--- src/hw/fpu_lite_pkg.sv ---
/* width types, decoded operation codes and RV32F encoding constants */

`default_nettype none

package fpu_lite_pkg;

  // data and control widths
  typedef logic [31:0] word_t;
  typedef logic [31:0] instr_t;
  typedef logic [3:0]  xid_t;
  typedef logic [4:0]  reg_addr_t;

  // decoded operation, one code per kept instruction
  typedef logic [2:0] op_t;

  localparam op_t OP_FSGNJ   = 3'd0;
  localparam op_t OP_FSGNJN  = 3'd1;
  localparam op_t OP_FSGNJX  = 3'd2;
  localparam op_t OP_FMV_W_X = 3'd3;
  localparam op_t OP_FMV_X_W = 3'd4;

  // major opcode of all kept instructions
  localparam logic [6:0] OPCODE_OP_FP = 7'b1010011;

  // funct7 field codes
  localparam logic [6:0] FUNCT7_FSGNJ   = 7'b0010000;
  localparam logic [6:0] FUNCT7_FMV_X_W = 7'b1110000;
  localparam logic [6:0] FUNCT7_FMV_W_X = 7'b1111000;

  // funct3 selects the sign injection variant
  localparam logic [2:0] FUNCT3_FSGNJ  = 3'b000;
  localparam logic [2:0] FUNCT3_FSGNJN = 3'b001;
  localparam logic [2:0] FUNCT3_FSGNJX = 3'b010;

endpackage

`default_nettype wire

--- src/hw/fpu_lite_exec.sv ---
/* execution stage: buffer pop, sign injection and moves,
   register file write and result load */

`timescale 1ns/1ps
`default_nettype none

module fpu_lite_exec (
  input  logic                    buf_valid_i,
  input  fpu_lite_pkg::op_t       buf_op_i,
  input  fpu_lite_pkg::reg_addr_t buf_rd_i,
  input  fpu_lite_pkg::reg_addr_t buf_rs1_i,
  input  fpu_lite_pkg::reg_addr_t buf_rs2_i,
  input  fpu_lite_pkg::xid_t      buf_id_i,
  input  fpu_lite_pkg::word_t     buf_int_op_i,
  input  logic                    res_free_i,
  input  fpu_lite_pkg::word_t     rf_rdata_a_i,
  input  fpu_lite_pkg::word_t     rf_rdata_b_i,
  output logic                    buf_pop_o,
  output fpu_lite_pkg::reg_addr_t rf_raddr_a_o,
  output fpu_lite_pkg::reg_addr_t rf_raddr_b_o,
  output logic                    rf_we_o,
  output fpu_lite_pkg::reg_addr_t rf_waddr_o,
  output fpu_lite_pkg::word_t     rf_wdata_o,
  output logic                    res_load_o,
  output fpu_lite_pkg::xid_t      res_id_o,
  output fpu_lite_pkg::reg_addr_t res_rd_o,
  output fpu_lite_pkg::word_t     res_data_o,
  output logic                    res_we_o
);

  logic                fire;
  logic                to_int;
  logic                sign;
  fpu_lite_pkg::word_t result;

  // one instruction per cycle when the result slot can take it
  assign fire      = buf_valid_i & res_free_i;
  assign buf_pop_o = fire;

  // operands straight from the register file
  assign rf_raddr_a_o = buf_rs1_i;
  assign rf_raddr_b_o = buf_rs2_i;

  // sign bit for the three injection variants
  always_comb begin
    case (buf_op_i)
      fpu_lite_pkg::OP_FSGNJN: sign = ~rf_rdata_b_i[31];
      fpu_lite_pkg::OP_FSGNJX: sign = rf_rdata_a_i[31] ^ rf_rdata_b_i[31];
      default:                 sign = rf_rdata_b_i[31];
    endcase
  end

  always_comb begin
    case (buf_op_i)
      fpu_lite_pkg::OP_FMV_W_X: result = buf_int_op_i;
      fpu_lite_pkg::OP_FMV_X_W: result = rf_rdata_a_i;
      default:                  result = {sign, rf_rdata_a_i[30:0]};
    endcase
  end

  // only FMV.X.W targets the integer register file
  assign to_int = (buf_op_i == fpu_lite_pkg::OP_FMV_X_W);

  assign rf_we_o    = fire & ~to_int;
  assign rf_waddr_o = buf_rd_i;
  assign rf_wdata_o = result;

  assign res_load_o = fire;
  assign res_id_o   = buf_id_i;
  assign res_rd_o   = buf_rd_i;
  assign res_data_o = result;
  assign res_we_o   = to_int;

endmodule

`default_nettype wire

--- src/hw/fpu_lite_issue.sv ---
/* issue side: predecoder, accept answer and circular input buffer */

`timescale 1ns/1ps
`default_nettype none

module fpu_lite_issue #(
  parameter int IN_BUF_DEPTH = 2
) (
  input  logic                    clk_i,
  input  logic                    rst_i,
  input  logic                    x_issue_valid_i,
  input  fpu_lite_pkg::instr_t    x_issue_instr_i,
  input  fpu_lite_pkg::xid_t      x_issue_id_i,
  input  fpu_lite_pkg::word_t     x_issue_rs1_i,
  input  logic                    buf_pop_i,
  output logic                    x_issue_ready_o,
  output logic                    x_issue_accept_o,
  output logic                    buf_valid_o,
  output fpu_lite_pkg::op_t       buf_op_o,
  output fpu_lite_pkg::reg_addr_t buf_rd_o,
  output fpu_lite_pkg::reg_addr_t buf_rs1_o,
  output fpu_lite_pkg::reg_addr_t buf_rs2_o,
  output fpu_lite_pkg::xid_t      buf_id_o,
  output fpu_lite_pkg::word_t     buf_int_op_o
);

  localparam int PTR_W = (IN_BUF_DEPTH > 1) ? $clog2(IN_BUF_DEPTH) : 1;
  localparam int CNT_W = $clog2(IN_BUF_DEPTH + 1);

  // instruction fields
  logic [6:0]              opcode;
  logic [2:0]              funct3;
  logic [6:0]              funct7;
  fpu_lite_pkg::reg_addr_t f_rd;
  fpu_lite_pkg::reg_addr_t f_rs1;
  fpu_lite_pkg::reg_addr_t f_rs2;

  fpu_lite_pkg::op_t dec_op;
  logic              dec_ok;
  logic              push;

  // buffer storage and control
  fpu_lite_pkg::op_t       mem_op     [IN_BUF_DEPTH];
  fpu_lite_pkg::reg_addr_t mem_rd     [IN_BUF_DEPTH];
  fpu_lite_pkg::reg_addr_t mem_rs1    [IN_BUF_DEPTH];
  fpu_lite_pkg::reg_addr_t mem_rs2    [IN_BUF_DEPTH];
  fpu_lite_pkg::xid_t      mem_id     [IN_BUF_DEPTH];
  fpu_lite_pkg::word_t     mem_int_op [IN_BUF_DEPTH];
  logic [PTR_W-1:0]        wr_ptr;
  logic [PTR_W-1:0]        rd_ptr;
  logic [CNT_W-1:0]        count;

  function automatic logic [PTR_W-1:0] next_ptr(input logic [PTR_W-1:0] ptr);
    if (ptr == PTR_W'(IN_BUF_DEPTH - 1)) begin
      return '0;
    end
    return ptr + 1'b1;
  endfunction

  assign opcode = x_issue_instr_i[6:0];
  assign f_rd   = x_issue_instr_i[11:7];
  assign funct3 = x_issue_instr_i[14:12];
  assign f_rs1  = x_issue_instr_i[19:15];
  assign f_rs2  = x_issue_instr_i[24:20];
  assign funct7 = x_issue_instr_i[31:25];

  // predecode, accept only the five supported encodings
  always_comb begin
    dec_op = fpu_lite_pkg::OP_FSGNJ;
    dec_ok = 1'b0;
    if (opcode == fpu_lite_pkg::OPCODE_OP_FP) begin
      if (funct7 == fpu_lite_pkg::FUNCT7_FSGNJ) begin
        dec_ok = 1'b1;
        case (funct3)
          fpu_lite_pkg::FUNCT3_FSGNJ:  dec_op = fpu_lite_pkg::OP_FSGNJ;
          fpu_lite_pkg::FUNCT3_FSGNJN: dec_op = fpu_lite_pkg::OP_FSGNJN;
          fpu_lite_pkg::FUNCT3_FSGNJX: dec_op = fpu_lite_pkg::OP_FSGNJX;
          default:                     dec_ok = 1'b0;
        endcase
      end else if (funct3 == 3'b000 && f_rs2 == '0) begin
        if (funct7 == fpu_lite_pkg::FUNCT7_FMV_X_W) begin
          dec_op = fpu_lite_pkg::OP_FMV_X_W;
          dec_ok = 1'b1;
        end else if (funct7 == fpu_lite_pkg::FUNCT7_FMV_W_X) begin
          dec_op = fpu_lite_pkg::OP_FMV_W_X;
          dec_ok = 1'b1;
        end
      end
    end
  end

  assign x_issue_accept_o = dec_ok;
  // ready depends on space only, not on the accept answer
  assign x_issue_ready_o  = (count < CNT_W'(IN_BUF_DEPTH));
  assign push             = x_issue_valid_i & x_issue_ready_o & dec_ok;

  always_ff @(posedge clk_i) begin
    if (push) begin
      mem_op[wr_ptr]     <= dec_op;
      mem_rd[wr_ptr]     <= f_rd;
      mem_rs1[wr_ptr]    <= f_rs1;
      mem_rs2[wr_ptr]    <= f_rs2;
      mem_id[wr_ptr]     <= x_issue_id_i;
      mem_int_op[wr_ptr] <= x_issue_rs1_i;
    end
  end

  always_ff @(posedge clk_i) begin
    if (rst_i) begin
      wr_ptr <= '0;
      rd_ptr <= '0;
      count  <= '0;
    end else begin
      if (push) begin
        wr_ptr <= next_ptr(wr_ptr);
      end
      if (buf_pop_i) begin
        rd_ptr <= next_ptr(rd_ptr);
      end
      case ({push, buf_pop_i})
        2'b10:   count <= count + 1'b1;
        2'b01:   count <= count - 1'b1;
        default: ;
      endcase
    end
  end

  // head entry
  assign buf_valid_o  = (count != '0);
  assign buf_op_o     = mem_op[rd_ptr];
  assign buf_rd_o     = mem_rd[rd_ptr];
  assign buf_rs1_o    = mem_rs1[rd_ptr];
  assign buf_rs2_o    = mem_rs2[rd_ptr];
  assign buf_id_o     = mem_id[rd_ptr];
  assign buf_int_op_o = mem_int_op[rd_ptr];

endmodule

`default_nettype wire

--- src/hw/fpu_lite_regfile.sv ---
/* floating-point register file, two read ports, one write port */

`timescale 1ns/1ps
`default_nettype none

module fpu_lite_regfile (
  input  logic                    clk_i,
  input  logic                    rst_i,
  input  fpu_lite_pkg::reg_addr_t raddr_a_i,
  input  fpu_lite_pkg::reg_addr_t raddr_b_i,
  input  logic                    we_i,
  input  fpu_lite_pkg::reg_addr_t waddr_i,
  input  fpu_lite_pkg::word_t     wdata_i,
  output fpu_lite_pkg::word_t     rdata_a_o,
  output fpu_lite_pkg::word_t     rdata_b_o
);

  fpu_lite_pkg::word_t regs [32];

  // f0 is writable like any other entry
  always_ff @(posedge clk_i) begin
    if (rst_i) begin
      for (int i = 0; i < 32; i++) begin
        regs[i] <= '0;
      end
    end else if (we_i) begin
      regs[waddr_i] <= wdata_i;
    end
  end

  assign rdata_a_o = regs[raddr_a_i];
  assign rdata_b_o = regs[raddr_b_i];

endmodule

`default_nettype wire

--- src/hw/fpu_lite_result.sv ---
/* result register with valid flag, holds under back-pressure */

`timescale 1ns/1ps
`default_nettype none

module fpu_lite_result (
  input  logic                    clk_i,
  input  logic                    rst_i,
  input  logic                    res_load_i,
  input  fpu_lite_pkg::xid_t      res_id_i,
  input  fpu_lite_pkg::reg_addr_t res_rd_i,
  input  fpu_lite_pkg::word_t     res_data_i,
  input  logic                    res_we_i,
  input  logic                    x_result_ready_i,
  output logic                    res_free_o,
  output logic                    x_result_valid_o,
  output fpu_lite_pkg::xid_t      x_result_id_o,
  output fpu_lite_pkg::reg_addr_t x_result_rd_o,
  output fpu_lite_pkg::word_t     x_result_data_o,
  output logic                    x_result_we_o
);

  // free when empty or being drained this cycle
  assign res_free_o = ~x_result_valid_o | x_result_ready_i;

  always_ff @(posedge clk_i) begin
    if (rst_i) begin
      x_result_valid_o <= 1'b0;
    end else if (res_load_i) begin
      x_result_valid_o <= 1'b1;
    end else if (x_result_ready_i) begin
      x_result_valid_o <= 1'b0;
    end
  end

  always_ff @(posedge clk_i) begin
    if (res_load_i) begin
      x_result_id_o   <= res_id_i;
      x_result_rd_o   <= res_rd_i;
      x_result_data_o <= res_data_i;
      x_result_we_o   <= res_we_i;
    end
  end

endmodule

`default_nettype wire

--- src/hw/fpu_lite_top.sv ---
/* coprocessor top level: issue, register file, exec and result */

`timescale 1ns/1ps
`default_nettype none

module fpu_lite_top #(
  parameter int IN_BUF_DEPTH = 2
) (
  input  logic                    clk_i,
  input  logic                    rst_i,
  input  logic                    x_issue_valid_i,
  input  fpu_lite_pkg::instr_t    x_issue_instr_i,
  input  fpu_lite_pkg::xid_t      x_issue_id_i,
  input  fpu_lite_pkg::word_t     x_issue_rs1_i,
  output logic                    x_issue_ready_o,
  output logic                    x_issue_accept_o,
  output logic                    x_result_valid_o,
  output fpu_lite_pkg::xid_t      x_result_id_o,
  output fpu_lite_pkg::reg_addr_t x_result_rd_o,
  output fpu_lite_pkg::word_t     x_result_data_o,
  output logic                    x_result_we_o,
  input  logic                    x_result_ready_i
);

  // buffer head
  logic                    buf_valid;
  logic                    buf_pop;
  fpu_lite_pkg::op_t       buf_op;
  fpu_lite_pkg::reg_addr_t buf_rd;
  fpu_lite_pkg::reg_addr_t buf_rs1;
  fpu_lite_pkg::reg_addr_t buf_rs2;
  fpu_lite_pkg::xid_t      buf_id;
  fpu_lite_pkg::word_t     buf_int_op;

  // register file ports
  fpu_lite_pkg::reg_addr_t rf_raddr_a;
  fpu_lite_pkg::reg_addr_t rf_raddr_b;
  fpu_lite_pkg::word_t     rf_rdata_a;
  fpu_lite_pkg::word_t     rf_rdata_b;
  logic                    rf_we;
  fpu_lite_pkg::reg_addr_t rf_waddr;
  fpu_lite_pkg::word_t     rf_wdata;

  // result load
  logic                    res_load;
  logic                    res_free;
  fpu_lite_pkg::xid_t      res_id;
  fpu_lite_pkg::reg_addr_t res_rd;
  fpu_lite_pkg::word_t     res_data;
  logic                    res_we;

  fpu_lite_issue #(
    .IN_BUF_DEPTH(IN_BUF_DEPTH)
  ) u_issue (
    .clk_i           (clk_i),
    .rst_i           (rst_i),
    .x_issue_valid_i (x_issue_valid_i),
    .x_issue_instr_i (x_issue_instr_i),
    .x_issue_id_i    (x_issue_id_i),
    .x_issue_rs1_i   (x_issue_rs1_i),
    .buf_pop_i       (buf_pop),
    .x_issue_ready_o (x_issue_ready_o),
    .x_issue_accept_o(x_issue_accept_o),
    .buf_valid_o     (buf_valid),
    .buf_op_o        (buf_op),
    .buf_rd_o        (buf_rd),
    .buf_rs1_o       (buf_rs1),
    .buf_rs2_o       (buf_rs2),
    .buf_id_o        (buf_id),
    .buf_int_op_o    (buf_int_op)
  );

  fpu_lite_regfile u_regfile (
    .clk_i    (clk_i),
    .rst_i    (rst_i),
    .raddr_a_i(rf_raddr_a),
    .raddr_b_i(rf_raddr_b),
    .we_i     (rf_we),
    .waddr_i  (rf_waddr),
    .wdata_i  (rf_wdata),
    .rdata_a_o(rf_rdata_a),
    .rdata_b_o(rf_rdata_b)
  );

  fpu_lite_exec u_exec (
    .buf_valid_i (buf_valid),
    .buf_op_i    (buf_op),
    .buf_rd_i    (buf_rd),
    .buf_rs1_i   (buf_rs1),
    .buf_rs2_i   (buf_rs2),
    .buf_id_i    (buf_id),
    .buf_int_op_i(buf_int_op),
    .res_free_i  (res_free),
    .rf_rdata_a_i(rf_rdata_a),
    .rf_rdata_b_i(rf_rdata_b),
    .buf_pop_o   (buf_pop),
    .rf_raddr_a_o(rf_raddr_a),
    .rf_raddr_b_o(rf_raddr_b),
    .rf_we_o     (rf_we),
    .rf_waddr_o  (rf_waddr),
    .rf_wdata_o  (rf_wdata),
    .res_load_o  (res_load),
    .res_id_o    (res_id),
    .res_rd_o    (res_rd),
    .res_data_o  (res_data),
    .res_we_o    (res_we)
  );

  fpu_lite_result u_result (
    .clk_i           (clk_i),
    .rst_i           (rst_i),
    .res_load_i      (res_load),
    .res_id_i        (res_id),
    .res_rd_i        (res_rd),
    .res_data_i      (res_data),
    .res_we_i        (res_we),
    .x_result_ready_i(x_result_ready_i),
    .res_free_o      (res_free),
    .x_result_valid_o(x_result_valid_o),
    .x_result_id_o   (x_result_id_o),
    .x_result_rd_o   (x_result_rd_o),
    .x_result_data_o (x_result_data_o),
    .x_result_we_o   (x_result_we_o)
  );

endmodule

`default_nettype wire

--- config.mk ---
export PLATFORM = sky130hd
export DESIGN_NAME = fpu_lite_top
export DESIGN_NICKNAME = d
export VERILOG_FILES = /design/src/hw/fpu_lite_pkg.sv /design/src/hw/fpu_lite_exec.sv /design/src/hw/fpu_lite_issue.sv /design/src/hw/fpu_lite_regfile.sv /design/src/hw/fpu_lite_result.sv /design/src/hw/fpu_lite_top.sv
export SDC_FILE = /design/constraint.sdc
export NUM_CORES = 2
export LEC_CHECK = 0
export BUFFER_PORTS_ARGS = -buffer_cell sky130_fd_sc_hd__buf_2
export CAP_MARGIN = 20
export CORE_MARGIN = 10
export CORE_UTILIZATION = 25
export DETAILED_ROUTE_END_ITERATION = 10
export PLACE_DENSITY = 0.51
export REMOVE_ABC_BUFFERS = 1
export SLEW_MARGIN = 20
export SYNTH_ARGS = -nofsm -noshare
export SYNTH_HDL_FRONTEND = slang
export SYNTH_HIERARCHICAL = 1
export SYNTH_SLANG_ARGS = --single-unit
export TNS_END_PERCENT = 10
--- constraint.sdc ---
create_clock -name clk_i -period 5.84 [get_ports clk_i]
set_input_delay 0.876 -clock clk_i [delete_from_list [all_inputs] [get_ports clk_i]]
set_output_delay 0.876 -clock clk_i [all_outputs]
set_load 0.05 [all_outputs]
## Yosys cells after proc, flatten, opt, wreduce, memory -nomap -nowiden

Memories as Yosys holds them, arrays and structs flattened. A register that Yosys moved wholly into a read port is not among the register bits.
Cells that the tools add are included.

| word-level totals | value |
|---|---|
| memory bits (read-only) | 0 |
| logic and storage cells | 95 |
| output and inout port bits | 45 |
| bits in latches | 0 |
| input bits | 72 |
| memories kept | 7 |
| bits in registers | 43 |
| bits in writable memories | 1132 |

Memory list:

| name | depth | bits a word | rd ports | clocked after Yosys merged registers in | write ports | RTL line | source |
|---|---|---|---|---|---|---|---|
| u_regfile.regs | 32 | 32 | 2 | 0 | 32 | fpu_lite_regfile.sv:18 | `fpu_lite_pkg::word_t regs [32];` |
| u_issue.mem_int_op | 2 | 32 | 1 | 1 | 1 | fpu_lite_issue.sv:48 | `fpu_lite_pkg::word_t mem_int_op [IN_BUF_DEPTH];` |
| u_issue.mem_rd | 2 | 5 | 1 | 1 | 1 | fpu_lite_issue.sv:44 | `fpu_lite_pkg::reg_addr_t mem_rd [IN_BUF_DEPTH];` |
| u_issue.mem_rs1 | 2 | 5 | 1 | 1 | 1 | fpu_lite_issue.sv:45 | `fpu_lite_pkg::reg_addr_t mem_rs1 [IN_BUF_DEPTH];` |
| u_issue.mem_rs2 | 2 | 5 | 1 | 1 | 1 | fpu_lite_issue.sv:46 | `fpu_lite_pkg::reg_addr_t mem_rs2 [IN_BUF_DEPTH];` |
| u_issue.mem_id | 2 | 4 | 1 | 1 | 1 | fpu_lite_issue.sv:47 | `fpu_lite_pkg::xid_t mem_id [IN_BUF_DEPTH];` |
| +1 memories | n/a | n/a | n/a | n/a | n/a | n/a |  |

| cells by class | value |
|---|---|
| $add $sub $neg | 4 |
| shift-type cells | 0 |
| magnitude comparators | 1 |
| multiply operators | 0 |
| divide/modulo/power cells | 0 |
| equal/unequal tests | 12 |
| bitwise logic cells | 9 |
| mux-type cells | 47 |
| reduce and logical (&&, ||, !) cells | 8 |

Operator list:

| kind | number |
|---|---|
| $pmux W32 S2 | 1 |
| $mux W1 | 36 |
| $mux W32 | 1 |
| $reduce_or A32 Y1 | 1 |
| $eq A7 B7 Y1 const B | 3 |
| $mux W3 | 4 |
| $eq A3 B2 Y1 const B | 3 |
| $pmux W2 S2 | 2 |
| $eq A7 B5 Y1 const B | 1 |
| $eq A3 B1 Y1 const B | 2 |
| $reduce_bool A2 Y1 | 3 |
| $logic_not A5 Y1 | 1 |
| $mux W5 | 1 |
| $and A1 B1 Y1 | 4 |
| $eq A3 B3 Y1 const B | 1 |
| $logic_not A3 Y1 | 1 |
| $not A1 Y1 | 3 |
| $reduce_or A3 Y1 | 1 |
| $add A1 B1 Y1 const B | 2 |
| $add A2 B1 Y2 const B | 1 |
| $eq A2 B1 Y1 const B | 1 |
| $eq A2 B2 Y1 const B | 1 |
| $lt A2 B2 Y1 const B | 1 |
| $mux W2 | 1 |
| other kinds (5) | 5 |

## Longest topological paths before layout

| logic depth | value |
|---|---|
| depth after elaboration | 10 |
| depth in mapped cells | 18 |
| gate-level depth less buffers | 10 |

## Cells and area by module

The synthesis kept the hierarchy.

By module, submodules not included:

| module | area each (sq um) | seq. area each (sq um) | cells an instance | instances |
|---|---|---|---|---|
| fpu_lite_regfile | 56467.9 | 30749.5 | 4640 | 1 |
| fpu_lite_issue | 4252.8 | 3343.2 | 215 | 1 |
| fpu_lite_result | 1307.5 | 1281.2 | 46 | 1 |
| fpu_lite_exec | 877.1 | 0.0 | 106 | 1 |

## Worst setup path after synthesis

OpenSTA, ideal clock, no wires.

| timing path | value |
|---|---|
| path type | in2reg |
| from | input x_issue_instr_i[26] |
| to | memory u_issue/mem_id[0][0] (netlist name), enable pin |
| cell stages on the path | 5 |
| data required time | 5374 ps |
| setup time | 466 ps |
| data arrival time | 4223 ps |
| path buffers | 1 |
| slack | 1151 ps |
| cell sequence | nor3_1 > nand4_1 > or4_1 > buf_2 > nor2_1 |

| between the ends | value |
|---|---|
| longest elaborated chain between the ends | 9 |
| elaborated cells on any way between the ends | 11 |
| those cells by class | eq/ne (3); mux (7); bitwise (1) |

Ends and longest elaborated chain:

| what | RTL line | source |
|---|---|---|
| start: declaration | fpu_lite_top.sv:12 | `input fpu_lite_pkg::instr_t x_issue_instr_i,` |
| $eq A7 B7 Y1 | fpu_lite_issue.sv:84 | `end else if (funct7 == fpu_lite_pkg::FUNCT7_FMV_W_X) begin` |
| $mux W1 | fpu_lite_issue.sv:84 |  |
| $mux W1 | fpu_lite_issue.sv:81 | `if (funct7 == fpu_lite_pkg::FUNCT7_FMV_X_W) begin` |
| $mux W1 | fpu_lite_issue.sv:80 | `end else if (funct3 == 3'b000 && f_rs2 == '0) begin` |
| $mux W1 (*) | fpu_lite_issue.sv:72 | `if (funct7 == fpu_lite_pkg::FUNCT7_FSGNJ) begin` |
| $mux W1 (*) | fpu_lite_issue.sv:71 | `if (opcode == fpu_lite_pkg::OPCODE_OP_FP) begin` |
| $and A1 B1 Y1 (*) | fpu_lite_issue.sv:95 | `assign push = x_issue_valid_i & x_issue_ready_o & dec_ok;` |
| $mux W1 (*) | fpu_lite_issue.sv:98 | `if (push) begin` |
| $mux W1 (implied by the code) (*) | fpu_lite_issue.sv:103 | `mem_id[wr_ptr] <= x_issue_id_i;` |
| end: declaration | fpu_lite_issue.sv:47 |  |

Mark *: on every way between the ends. The rest lies on a longest branch, timed or not.

==> results.toml <==
[drt]
first_iter_violations = 2611
wl_per_cell_um = 25.1
wirelength_mm = 172
drc_errors = 0
firstDrtPassIters = 6
vias = 31400
viasPerCell = 4.58
ant_nets = 0

[synthesis]
ys.warnings.count = 6
postSynthCellCount = 3928
syn-cell-area_mm2 = 0.0546
syn_avg_cell_area_um2 = 13.9

[cts]
clk_path_buf_depth = 3
insertion_delay_ps = 780
cts_hold_buf = 0
clock-sinks = 1180
cts_root_buf = "clkbuf_16"
cts_buffers = 133
cts_htree_levels = 4
postCtsSetupBuffers = 0
cts_tree = "built"
clkTransAtPathRegs_ps = 60
cts_resized = 0

[floorplan]
ios = 117
core.rowCount = 171
fp.coreArea_mm2 = 0.217
fp.dieW_um = 487
initial_core_util = 0.251
die_area_mm2 = 0.237
die_h_um = 487

[power]
ir_drop_uv = 206
seqPwrFrac = 0.526
intPower_mw = 14.4
leakagePower_nw = 23.1
pwr-share-comb = 0.026
p_per_area_mw_per_mm2 = 295
p_switching_mw = 3.83
p_sw_frac = 0.210
fin_total_pwr_mw = 18.3
clkPwrFrac = 0.448

[worst_setup_path]
worstSetupPathType = "register to register"
end_kind = "register"
cp_data_arrival_time_ps = 5220
critPathLaunchType = "register"
worstPathRequired_ps = 6470
worst-path-max-fanout = 34

[global_route]
grt_pass1_vias = 31800
grt_max_degree = 62
grt_pass1_wl_mm = 242
grt.total_usage = 0.141
grt_overflow = 0
antenna_found_initial = 15

[layout]
drive_gt1_frac = 0.151
area_growth_pct = 13.2
final_area_mm2 = 0.0618
fin_util = 0.285
nets = 3958
final_cells = 6848

[timing]
setup_viol = 0
setup_ws_ps = 1250
max_freq_mhz = 218
period_needed_ps = 4590
period_share = 0.787
finClkSkew_ps = 37.1
relSlewSlack = 0.260
tightest_slew_ps = 1110
rsz0062_at_grt = "no"
finalMaxSlewViolations = 0
hold_violations = 0

[outcome]
status = "finished, final reports clean"

[job]
maxCapViolations = 0

[placed_design]
gp_congestion = 0.811
portBuffers = 116
dp.cells = 6604
placed_area_mm2 = 0.0576
post-dp-hpwl_mm = 102
dp_slack_ps = 1260

[min_path]
hold_class = "input port to register"
==> layer usage <==
metal	vias up	routed length (um)	track usage
li1	14000	-	-
met1	16200	72600	0.182
met2	973	81900	0.232
met3	264	9260	0.0208
met4	2	8320	0.0648
met5	-	13	0
==> final cells by class <==
| cell class | count | area (um^2) |
|---|---|---|
| diodes | 9 | 22.5 |
| inverters | 4 | 15.0 |
| clock inverters | 64 | 617 |
| clock buffers | 171 | 3590 |
| repair buffers | 250 | 1740 |
| flip-flops and latches | 1180 | 35400 |
| fillers | 21700 | 155000 |
| well taps | 2854 | 3570 |
| multi-input cells | 2316 | 16900 |
==> registers in the layout (all words and copies together), names as in the netlist, named ones only <==
register                   flops
u_result/x_result_id_o         4
u_result/x_result_valid_o      1
u_issue/mem_rs2               10
u_result/x_result_we_o         1
u_issue/mem_id                 8
u_result/x_result_data_o      32
u_issue/count                  2
u_result/x_result_rd_o         5
u_issue/mem_rd                10
u_issue/rd_ptr                 1
u_issue/wr_ptr                 1
u_issue/mem_int_op            64
u_regfile/regs              1024
u_issue/mem_op                 6
u_issue/mem_rs1               10
==> worst max-delay path, cell delays in order (launching register included) <==
cell and delay [ps]:
dfxtp_4 660, mux2_2 470, and2_4 400, buf_12 270
a22o_1 240, nor3_1 660, a31oi_1 290, nand3_1 300
mux2_2 820, and2_1 240
==> through the flow <==
stage               setup TNS (ps)  hold slack [ps]
finish                           0              301
detailed placement               0              491
global placement                 0              486
global route                     0              260
floorplan                 -7071800              460
CTS                              0              244
==> worst paths after layout <==
check	start	end	cells after the start	slack [ps]
worst max register to register	register	u_regfile/regs[20][13]	9	1250
worst max-delay path	register	u_regfile/regs[20][13]	9	1250
worst min register to register	u_issue/count[1]	u_issue/count[1]	2	500
worst min-delay path	x_issue_id_i[3]	u_issue/mem_id[1][3]	1	300
==> cell usage in the layout, fill, tap and decap left out, types with 3 or more instances in the layout <==
cell and count:
nor2_1 13, diode_2 9, clkinv_2 18, nand2b_1 5, a22oi_1 99, a21oi_1 103, edfxtp_1 1174, nand3_1 101
nor2_2 18, mux2_2 84, inv_1 4, nor2b_1 3, buf_4 122, nor3_1 38, or3_1 3, nand2_1 103
dfxtp_1 5, nand3b_1 5, nor2_4 13, inv_6 4, buf_2 116, or2_2 33, clkinv_1 25, bufinv_16 10
clkbuf_16 138, a22o_1 66, and2_1 1026, buf_12 12, clkinv_8 5, a31oi_1 34, mux2i_1 528, nor2_8 4
clkbuf_1 32
==> power groups by stage <==
stage	sequential (mW)	clock [mW]	combinational (mW)
floorplan	9.75	0	0.235
global placement	9.76	0	0.479
detailed placement	9.77	0	0.484
CTS	9.59	8.37	0.485
global route	9.61	8.69	0.507
finish	9.59	8.18	0.476
Note: power is estimated with default switching activity, not from simulation.
